<file path="src/hw/board_pkg.sv">
/*
  Shared types for the player-input block.
  Stick words are active high on the board side. Polarity towards the game
  is chosen by the top-level parameter, not here.
*/
package board_pkg;

    // Four player sticks on every board
    localparam int PLAYERS = 4;

    // Board stick word
    // btn holds buttons, start, coin and pause at positions set by BUTTONS
    // dir is up, down, left, right from bit 3 down to bit 0
    typedef struct packed {
        logic [11:0] btn;
        logic [3:0]  dir;
    } board_joy_t;

    // Word presented to the game core
    typedef struct packed {
        logic [5:0] btn;
        logic [3:0] dir;
    } game_joy_t;

    // Host-side keys, all active high
    typedef struct packed {
        logic       pause;
        logic       reset;
        logic       service;
        logic [3:0] gfx;
    } host_keys_t;

    // Direction currently held by the 4-way filter
    typedef enum logic [2:0] {
        DIR_NONE,
        DIR_UP,
        DIR_DOWN,
        DIR_LEFT,
        DIR_RIGHT
    } dir_sel_e;

endpackage

</file>
<file path="src/hw/board_ctrl.sv">
`timescale 1ns/1ps

/*
  Pause state, soft reset pulse, layer enables and service line.
  All host keys and joy_pause are active high levels. Edges are taken
  against a one-clock copy, so a key must stay low a clock to re-arm.
  An osd_pause change overrides a toggle seen in the same clock.
*/
module board_ctrl #(
    parameter int INPUTS_ACTIVE_LOW = 1
) (
    input  logic                  clk_sys,
    input  logic                  rst,
    input  board_pkg::host_keys_t keys,
    input  logic                  joy_pause,
    input  logic                  osd_pause,
    input  logic                  downloading,
    output logic                  game_pause,
    output logic                  soft_rst,
    output logic [3:0]            gfx_en,
    output logic                  game_service
);
    import board_pkg::*;

    localparam bit INV = (INPUTS_ACTIVE_LOW != 0);

    host_keys_t keys_last;
    host_keys_t key_rise;
    logic       joy_pause_last;
    logic       osd_pause_last;
    logic       osd_change;
    logic       pause_toggle;

    // Previous-cycle copies for edge detection
    always_ff @(posedge clk_sys) begin
        keys_last      <= keys;
        joy_pause_last <= joy_pause;
        osd_pause_last <= osd_pause;
    end

    assign key_rise     = keys & ~keys_last;
    assign osd_change   = osd_pause ^ osd_pause_last;
    assign pause_toggle = key_rise.pause | (joy_pause & ~joy_pause_last);

    always_ff @(posedge clk_sys) begin
        if (rst) begin
            game_pause   <= 1'b0;
            soft_rst     <= 1'b0;
            gfx_en       <= 4'hf;
            game_service <= INV;
        end else begin
            // Download clears pause and a menu change beats a toggle
            if (downloading) begin
                game_pause <= 1'b0;
            end else if (osd_change) begin
                game_pause <= osd_pause;
            end else if (pause_toggle) begin
                game_pause <= ~game_pause;
            end

            soft_rst     <= key_rise.reset;
            gfx_en       <= gfx_en ^ key_rise.gfx;
            game_service <= keys.service ^ INV;
        end
    end

    // A key press gives a single-clock pulse
    assert property (@(posedge clk_sys) disable iff (rst)
        soft_rst |=> !soft_rst)
        else $error("board_ctrl: soft_rst held for more than one cycle");

endmodule

</file>
<file path="src/hw/board_inputs.sv">
`timescale 1ns/1ps

/*
  Player-input block of the board wrapper, all on clk_sys.
  Directions take 3 clocks to the game, buttons, coin and start take 2.
  Game outputs, coin, start and service idle high when INPUTS_ACTIVE_LOW is 1.
*/
module board_inputs #(
    parameter int BUTTONS           = 2,
    parameter int INPUTS_ACTIVE_LOW = 1
) (
    input  logic                  clk_sys,
    input  logic                  rst,
    input  board_pkg::board_joy_t board_joy [board_pkg::PLAYERS],
    input  board_pkg::host_keys_t keys,
    input  logic                  en4way,
    input  logic                  rot,
    input  logic                  flip,
    input  logic                  osd_pause,
    input  logic                  downloading,
    output board_pkg::game_joy_t  game_joy  [board_pkg::PLAYERS],
    output logic [3:0]            game_coin,
    output logic [3:0]            game_start,
    output logic                  game_pause,
    output logic                  soft_rst,
    output logic                  game_service,
    output logic [3:0]            gfx_en
);
    import board_pkg::*;

    logic [3:0] dir4 [PLAYERS];
    logic       joy_pause;

    // One filter per stick
    for (genvar i = 0; i < PLAYERS; i++) begin : g_filter
        joy_4way u_joy_4way (
            .clk_sys ( clk_sys          ),
            .rst     ( rst              ),
            .enable  ( en4way           ),
            .joy8    ( board_joy[i].dir ),
            .joy4    ( dir4[i]          )
        );
    end

    joy_map #(
        .BUTTONS           ( BUTTONS           ),
        .INPUTS_ACTIVE_LOW ( INPUTS_ACTIVE_LOW )
    ) u_joy_map (
        .clk_sys    ( clk_sys    ),
        .rst        ( rst        ),
        .board_joy  ( board_joy  ),
        .dir4       ( dir4       ),
        .rot        ( rot        ),
        .flip       ( flip       ),
        .game_joy   ( game_joy   ),
        .game_coin  ( game_coin  ),
        .game_start ( game_start ),
        .joy_pause  ( joy_pause  )
    );

    board_ctrl #(
        .INPUTS_ACTIVE_LOW ( INPUTS_ACTIVE_LOW )
    ) u_board_ctrl (
        .clk_sys      ( clk_sys      ),
        .rst          ( rst          ),
        .keys         ( keys         ),
        .joy_pause    ( joy_pause    ),
        .osd_pause    ( osd_pause    ),
        .downloading  ( downloading  ),
        .game_pause   ( game_pause   ),
        .soft_rst     ( soft_rst     ),
        .gfx_en       ( gfx_en       ),
        .game_service ( game_service )
    );

endmodule

</file>
<file path="src/hw/joy_4way.sv">
`timescale 1ns/1ps

/*
  4-way filter for one stick. joy4 is registered and trails joy8 by a clock.
  With enable low the stick passes through unfiltered.
  A diagonal keeps the held direction only while that direction stays pressed.
*/
module joy_4way (
    input  logic       clk_sys,
    input  logic       rst,
    input  logic       enable,
    input  logic [3:0] joy8,
    output logic [3:0] joy4
);
    import board_pkg::*;

    dir_sel_e held;
    dir_sel_e held_next;

    // One-hot stick bits for a held direction
    function automatic logic [3:0] dir_bits(input dir_sel_e sel);
        case (sel)
            DIR_UP:    return 4'b1000;
            DIR_DOWN:  return 4'b0100;
            DIR_LEFT:  return 4'b0010;
            DIR_RIGHT: return 4'b0001;
            default:   return 4'b0000;
        endcase
    endfunction

    // A single press wins outright and a diagonal keeps the held direction
    always_comb begin
        case (joy8)
            4'b1000: held_next = DIR_UP;
            4'b0100: held_next = DIR_DOWN;
            4'b0010: held_next = DIR_LEFT;
            4'b0001: held_next = DIR_RIGHT;
            4'b0000: held_next = DIR_NONE;
            default: begin
                if (|(dir_bits(held) & joy8)) begin
                    held_next = held;
                end else begin
                    held_next = DIR_NONE;
                end
            end
        endcase
    end

    always_ff @(posedge clk_sys) begin
        if (rst) begin
            held <= DIR_NONE;
            joy4 <= 4'b0000;
        end else if (enable) begin
            held <= held_next;
            joy4 <= dir_bits(held_next);
        end else begin
            // Filter off so no direction is held
            held <= DIR_NONE;
            joy4 <= joy8;
        end
    end

    // Output reflects enable and joy8 one clock late
    assert property (@(posedge clk_sys) disable iff (rst)
        $past(enable) |-> $onehot0(joy4) && ((joy4 & ~$past(joy8)) == 4'b0000))
        else $error("joy_4way: joy4=%h is not a single pressed direction", joy4);

endmodule

</file>
<file path="src/hw/joy_map.sv">
`timescale 1ns/1ps

/*
  Stick mapper for all players: one sampling stage, then rotation, polarity
  and the coin/start gather. BUTTONS must stay within 2..9 so the pause bit
  fits the 16-bit stick word. Only the low six btn bits reach the game.
*/
module joy_map #(
    parameter int BUTTONS           = 2,
    parameter int INPUTS_ACTIVE_LOW = 1
) (
    input  logic                  clk_sys,
    input  logic                  rst,
    input  board_pkg::board_joy_t board_joy [board_pkg::PLAYERS],
    input  logic [3:0]            dir4      [board_pkg::PLAYERS],
    input  logic                  rot,
    input  logic                  flip,
    output board_pkg::game_joy_t  game_joy  [board_pkg::PLAYERS],
    output logic [3:0]            game_coin,
    output logic [3:0]            game_start,
    output logic                  joy_pause
);
    import board_pkg::*;

    // Special bit positions in the full stick word
    localparam int START_BIT = 6 + (BUTTONS - 2);
    localparam int COIN_BIT  = 7 + (BUTTONS - 2);
    localparam int PAUSE_BIT = 8 + (BUTTONS - 2);

    localparam bit INV = (INPUTS_ACTIVE_LOW != 0);

    localparam int GAME_W = $bits(game_joy_t);

    board_joy_t joy_sync [PLAYERS];
    game_joy_t  joy_rot  [PLAYERS];

    // Vertical screen remap in up, down, left, right bit order
    function automatic logic [3:0] rotate_dir(
        input logic [3:0] dir,
        input logic       rot_en,
        input logic       flip_en
    );
        if (!rot_en) begin
            return dir;
        end else if (flip_en) begin
            return {dir[1], dir[0], dir[2], dir[3]};
        end else begin
            return {dir[0], dir[1], dir[3], dir[2]};
        end
    endfunction

    // Sampling stage with directions from the filters
    always_ff @(posedge clk_sys) begin
        for (int i = 0; i < PLAYERS; i++) begin
            joy_sync[i] <= {board_joy[i].btn, dir4[i]};
        end
    end

    always_comb begin
        for (int i = 0; i < PLAYERS; i++) begin
            joy_rot[i].btn = joy_sync[i].btn[5:0];
            joy_rot[i].dir = rotate_dir(joy_sync[i].dir, rot, flip);
        end
    end

    // Game side idle level depends on polarity
    always_ff @(posedge clk_sys) begin
        if (rst) begin
            for (int i = 0; i < PLAYERS; i++) begin
                game_joy[i] <= {GAME_W{INV}};
            end
            game_coin  <= {4{INV}};
            game_start <= {4{INV}};
            joy_pause  <= 1'b0;
        end else begin
            for (int i = 0; i < PLAYERS; i++) begin
                game_joy[i]   <= joy_rot[i] ^ {GAME_W{INV}};
                game_coin[i]  <= joy_sync[i][COIN_BIT] ^ INV;
                game_start[i] <= joy_sync[i][START_BIT] ^ INV;
            end
            // Only players 1 and 2 carry a pause button
            joy_pause <= joy_sync[0][PAUSE_BIT] | joy_sync[1][PAUSE_BIT];
        end
    end

endmodule
</file>
<file path="config.mk">
export PLATFORM = sky130hd
export DESIGN_NAME = board_inputs
export DESIGN_NICKNAME = d
export VERILOG_FILES = /design/src/hw/board_pkg.sv /design/src/hw/board_ctrl.sv /design/src/hw/board_inputs.sv /design/src/hw/joy_4way.sv /design/src/hw/joy_map.sv
export SDC_FILE = /design/constraint.sdc
export NUM_CORES = 1
export LEC_CHECK = 0
export BUFFER_PORTS_ARGS = -buffer_cell sky130_fd_sc_hd__buf_2
export CAP_MARGIN = 20
export CORE_MARGIN = 2
export CORE_UTILIZATION = 40
export DETAILED_ROUTE_END_ITERATION = 6
export HOLD_SLACK_MARGIN = 0.08
export PLACE_DENSITY = 0.66
export SLEW_MARGIN = 20
export SYNTH_ARGS = -nofsm -noshare
export SYNTH_HDL_FRONTEND = slang
export SYNTH_SLANG_ARGS = --single-unit
export TNS_END_PERCENT = 1
</file>
<file path="constraint.sdc">
create_clock -name clk_sys -period 2.57 [get_ports clk_sys]
set_input_delay 0.257 -clock clk_sys [delete_from_list [all_inputs] [get_ports clk_sys]]
set_output_delay 0.257 -clock clk_sys [all_outputs]
set_load 0.005 [all_outputs]
</file>
==> results_dict.tcl <==
set metrics [dict create \
    fp.dieH_um 104 \
    finalSetupTns_ns 0 \
    core_area_um2 9730 \
    fraction_of_final_layout_cells_with_drive_strength_greater_than_1_pct 29.5 \
    post_cts_setup_repair_bufs 0 \
    hold_class "in -> reg" \
    dieWidth_um 104 \
    firstDrtPassIters 4 \
    netlist_instances 336 \
    yosys-top-cells-area "sky130_fd_sc_hd__dfxtp_1 (62%), sky130_fd_sc_hd__nand2b_1 (6.6%), sky130_fd_sc_hd__mux2i_1 (6.0%), sky130_fd_sc_hd__a211o_1 (3.5%), sky130_fd_sc_hd__nor2_1 (2.6%)" \
    clk_latency_ns 0.50 \
    grtUsageTotal_pct 15.0 \
    pin_count 133 \
    total_leakage_power_nw 2.36 \
    diodes 0 \
    clock-skew-final_ns 0.00766 \
    achievable-frequency_mhz 566 \
    fp.dieArea_um2 10800 \
    buffers_on_ports 108 \
    reg2reg_from "g_filter[1].u_joy_4way.held[1]" \
    first_global_vias 2809 \
    max_cap_viol_count 0 \
    antenna_found_initial 0 \
    drv_slew 0 \
    htreeDepth 4 \
    synth.ff_latch_count 124 \
    clk_root_buffer_cell "sky130_fd_sc_hd__clkbuf_8" \
    timing_hold_violations_final 0 \
    synth_top_flop_cell "sky130_fd_sc_hd__dfxtp_1" \
    pwr_density_cell_nw_per_um2 887 \
    post-route-drc-count 0 \
    max-vdd-ir-drop_mv 0.413 \
    synth.lib_cells_used.distinct 31 \
    synth-async-reset-ratio_pct 0 \
    clkSinkCount 124 \
    synth-seq-area-share_pct 62.4 \
    worst_max_slew_margin_expressed_relative_to_the_limit_pct 59.6 \
    grt_pass1_wl_um 13000 \
    top_family_by_delay_on_critical_path "buffers and inverters" \
    synthesis.area_um2 3980 \
    critical-path-slowest-cell "sky130_fd_sc_hd__dlygate4sd3_1" \
    pin_count_of_the_biggest_net_entering_global_routing 53 \
    most_common_cell_type_on_the_critical_path "sky130_fd_sc_hd__dlygate4sd3_1" \
    timing.critical_path.to_type "flip-flop" \
    count_leader_synth "sky130_fd_sc_hd__dfxtp_1" \
    dr.first_iter.drc_count 97 \
    vias 2923 \
    num_rows 36 \
    dpl.hpwl_um 5110 \
    unrepaired_setup_endpoints_after_global_routing "no" \
    drt-vias-per-instance 4.61 \
    drt-wirelength-per-cell_um 12.5 \
    ff_to_ff_path_depth 5 \
    clock_tree_from_tritoncts "yes" \
    finalSetupViolations 0 \
    min_to "g_filter[2].u_joy_4way.joy4[3]" \
    cts_repair_resize_count 0 \
    worst_ep_required_time_ns 3.01 \
    crit_path_cell_chain "dlygate4sd3_1, buf_2, xnor2_1, o32ai_1, nand3_1, a21oi_1, dlygate4sd3_1" \
    min_period_over_period_pct 68.7 \
    worstHoldPathCells 3 \
    r2r-end "g_filter[1].u_joy_4way.joy4[2]" \
    cts_made_buffers 17 \
    clock_path_buffers 2 \
    synth_top_cell_area_share_pct 62.4 \
    gr-total-overflow 0 \
    worst-r2r-setup-slack_ns 0.91 \
    yosysWarnings 0 \
    postLayoutSetupSlackWorst_ns 0.805 \
    path_max_fanout 6 \
    startpoint "board_joy[33]" \
    post-route-util_pct 58.5 \
    timing.final.crit_period_ns 1.77 \
    min-delay-start "board_joy[19]" \
    routed_wirelength_um 7930 \
    critical_path.n_buffers_inverters 3 \
    ys_top_cells_by_count "sky130_fd_sc_hd__dfxtp_1 (124), sky130_fd_sc_hd__nand2b_1 (42), sky130_fd_sc_hd__nor2_1 (28)" \
    area_growth_from_synthesis_to_final_layout_pct 43.0 \
    criticalPathCategory "in -> reg" \
    place_ws_ns 1.12 \
    gp_routability_congestion 0.790 \
    num-nets-final 566 \
    starting_density_of_the_core_pct 40.9 \
    syn_nets 414 \
    outcome "finished, final reports clean" \
    yosysTopAreaCell "sky130_fd_sc_hd__dfxtp_1" \
    post_synth.cell_area_avg_um2 11.8 \
    critPathArrivalTime_ns 2.20 \
    tightest_slew_ns 0.603 \
    postRouteAntennaNets 0 \
    synth-edff-count 0 \
    startpoint_type "input pin" \
    cp_slowest_stage_delay_ns 0.54 \
    cts.clk_slew.worst_paths_ns 0.06 \
]
-- logic make-up after synthesis --
| group | synth area share, % |
|---|---|
| compound gates | 10.8 |
| mux | 6.04 |
| simple gates | 14.2 |
| xor+xnor | 2.42 |
| buf+inv | 4.09 |
| flops | 62.4 |
-- state kept, by name (all words and copies together) (netlist names) --
register,cells
u_board_ctrl.joy_pause_last,1
u_board_ctrl.game_pause,1
g_filter.u_joy_4way.joy4,16
u_joy_map.game_coin,3
u_board_ctrl.osd_pause_last,1
u_board_ctrl.keys_last,6
u_board_ctrl.soft_rst,1
u_board_ctrl.gfx_en,4
u_joy_map.game_joy,37
u_joy_map.joy_pause,1
g_filter.u_joy_4way.held,12
u_board_ctrl.game_service,1
u_joy_map.joy_sync,40
-- how the worst max path moves through the flow --
| stage | to | cells past startpoint |
|---|---|---|
| 4_1_cts | g_filter[1].u_joy_4way.joy4[2] | 7 |
| 3_3_place_gp | g_filter[2].u_joy_4way.joy4[3] | 3 |
| 6_report | g_filter[1].u_joy_4way.joy4[2] | 7 |
| 2_1_floorplan | g_filter[2].u_joy_4way.joy4[2] | 4 |
| 3_5_place_dp | g_filter[2].u_joy_4way.joy4[3] | 3 |
| 5_1_grt | g_filter[1].u_joy_4way.joy4[2] | 7 |
-- cells in the final DEF (no fill, tap or decap), types with 2 or more instances in the layout --
cell type,count
sky130_fd_sc_hd__a211o_1,16
sky130_fd_sc_hd__a21oi_1,12
sky130_fd_sc_hd__a22o_1,6
sky130_fd_sc_hd__a32o_1,2
sky130_fd_sc_hd__buf_2,108
sky130_fd_sc_hd__bufinv_16,6
sky130_fd_sc_hd__clkbuf_16,16
sky130_fd_sc_hd__clkbuf_8,2
sky130_fd_sc_hd__clkinv_4,4
sky130_fd_sc_hd__clkinvlp_4,2
sky130_fd_sc_hd__dfxtp_1,124
sky130_fd_sc_hd__dlygate4sd3_1,49
sky130_fd_sc_hd__mux2i_1,24
sky130_fd_sc_hd__nand2_1,3
sky130_fd_sc_hd__nand2b_1,42
sky130_fd_sc_hd__nand3_1,3
sky130_fd_sc_hd__nor2_1,28
sky130_fd_sc_hd__nor2_4,3
sky130_fd_sc_hd__nor2b_1,7
sky130_fd_sc_hd__nor3_1,4
sky130_fd_sc_hd__nor3b_1,4
sky130_fd_sc_hd__o32a_1,6
sky130_fd_sc_hd__o32ai_1,5
sky130_fd_sc_hd__or2b_2,3
sky130_fd_sc_hd__xnor2_1,11
-- layout make-up --
type                       count  area, µm²
sequential                   124       2480
clock buffer                  19        432
tap                          133        166
clock inverter                13        239
multi-input combinational    187       1340
fill                         812       4040
timing repair buffer         158       1040
-- worst min-delay path, delay by kind of cell --
| kind | cells | cell delay [ns] |
|---|---|---|
| and+or+nand+nor | 1 | 0.07 |
| AOI/OAI and AO/OA | 1 | 0.09 |
| buffers and inverters | 1 | 0.13 |
-- repair_timing --
item / 4_1_cts / 5_1_grt
endpoints found under the setup margin: 0 / 0
hold endpoints to repair: 53 / 0
hold buffers: 49 / 0
-- stage by stage --
step	instance area [µm²]	total power, mW	hold slack (ns)	std cells
after global routing	5690	5.25	0.106	634
final	5690	5.05	0.116	634
after global placement	4530	2.39	0.315	553
after CTS	5690	5.11	0.0898	634
after floorplan	3980	2.28	0.285	336
after detailed placement	4530	2.40	0.312	553
-- power by group --
part / leakage (nW) / internal, mW / switching [mW]
Sequential: 1.03 / 2.03 / 0.0370
Combinational: 1.01 / 0.195 / 0.156
Clock: 0.319 / 1.81 / 0.827
Total: 2.36 / 4.03 / 1.02
-- layer usage --
metal  vias to the layer above  wire length, µm  track usage, %
li1                       1460                -               -
met2                        94             3850            25.4
met1                      1359             3550            17.3
met4                         0              134            6.66
met3                        10              391            4.85
met5                         -                0               0
(Power assumes the default switching activity.)
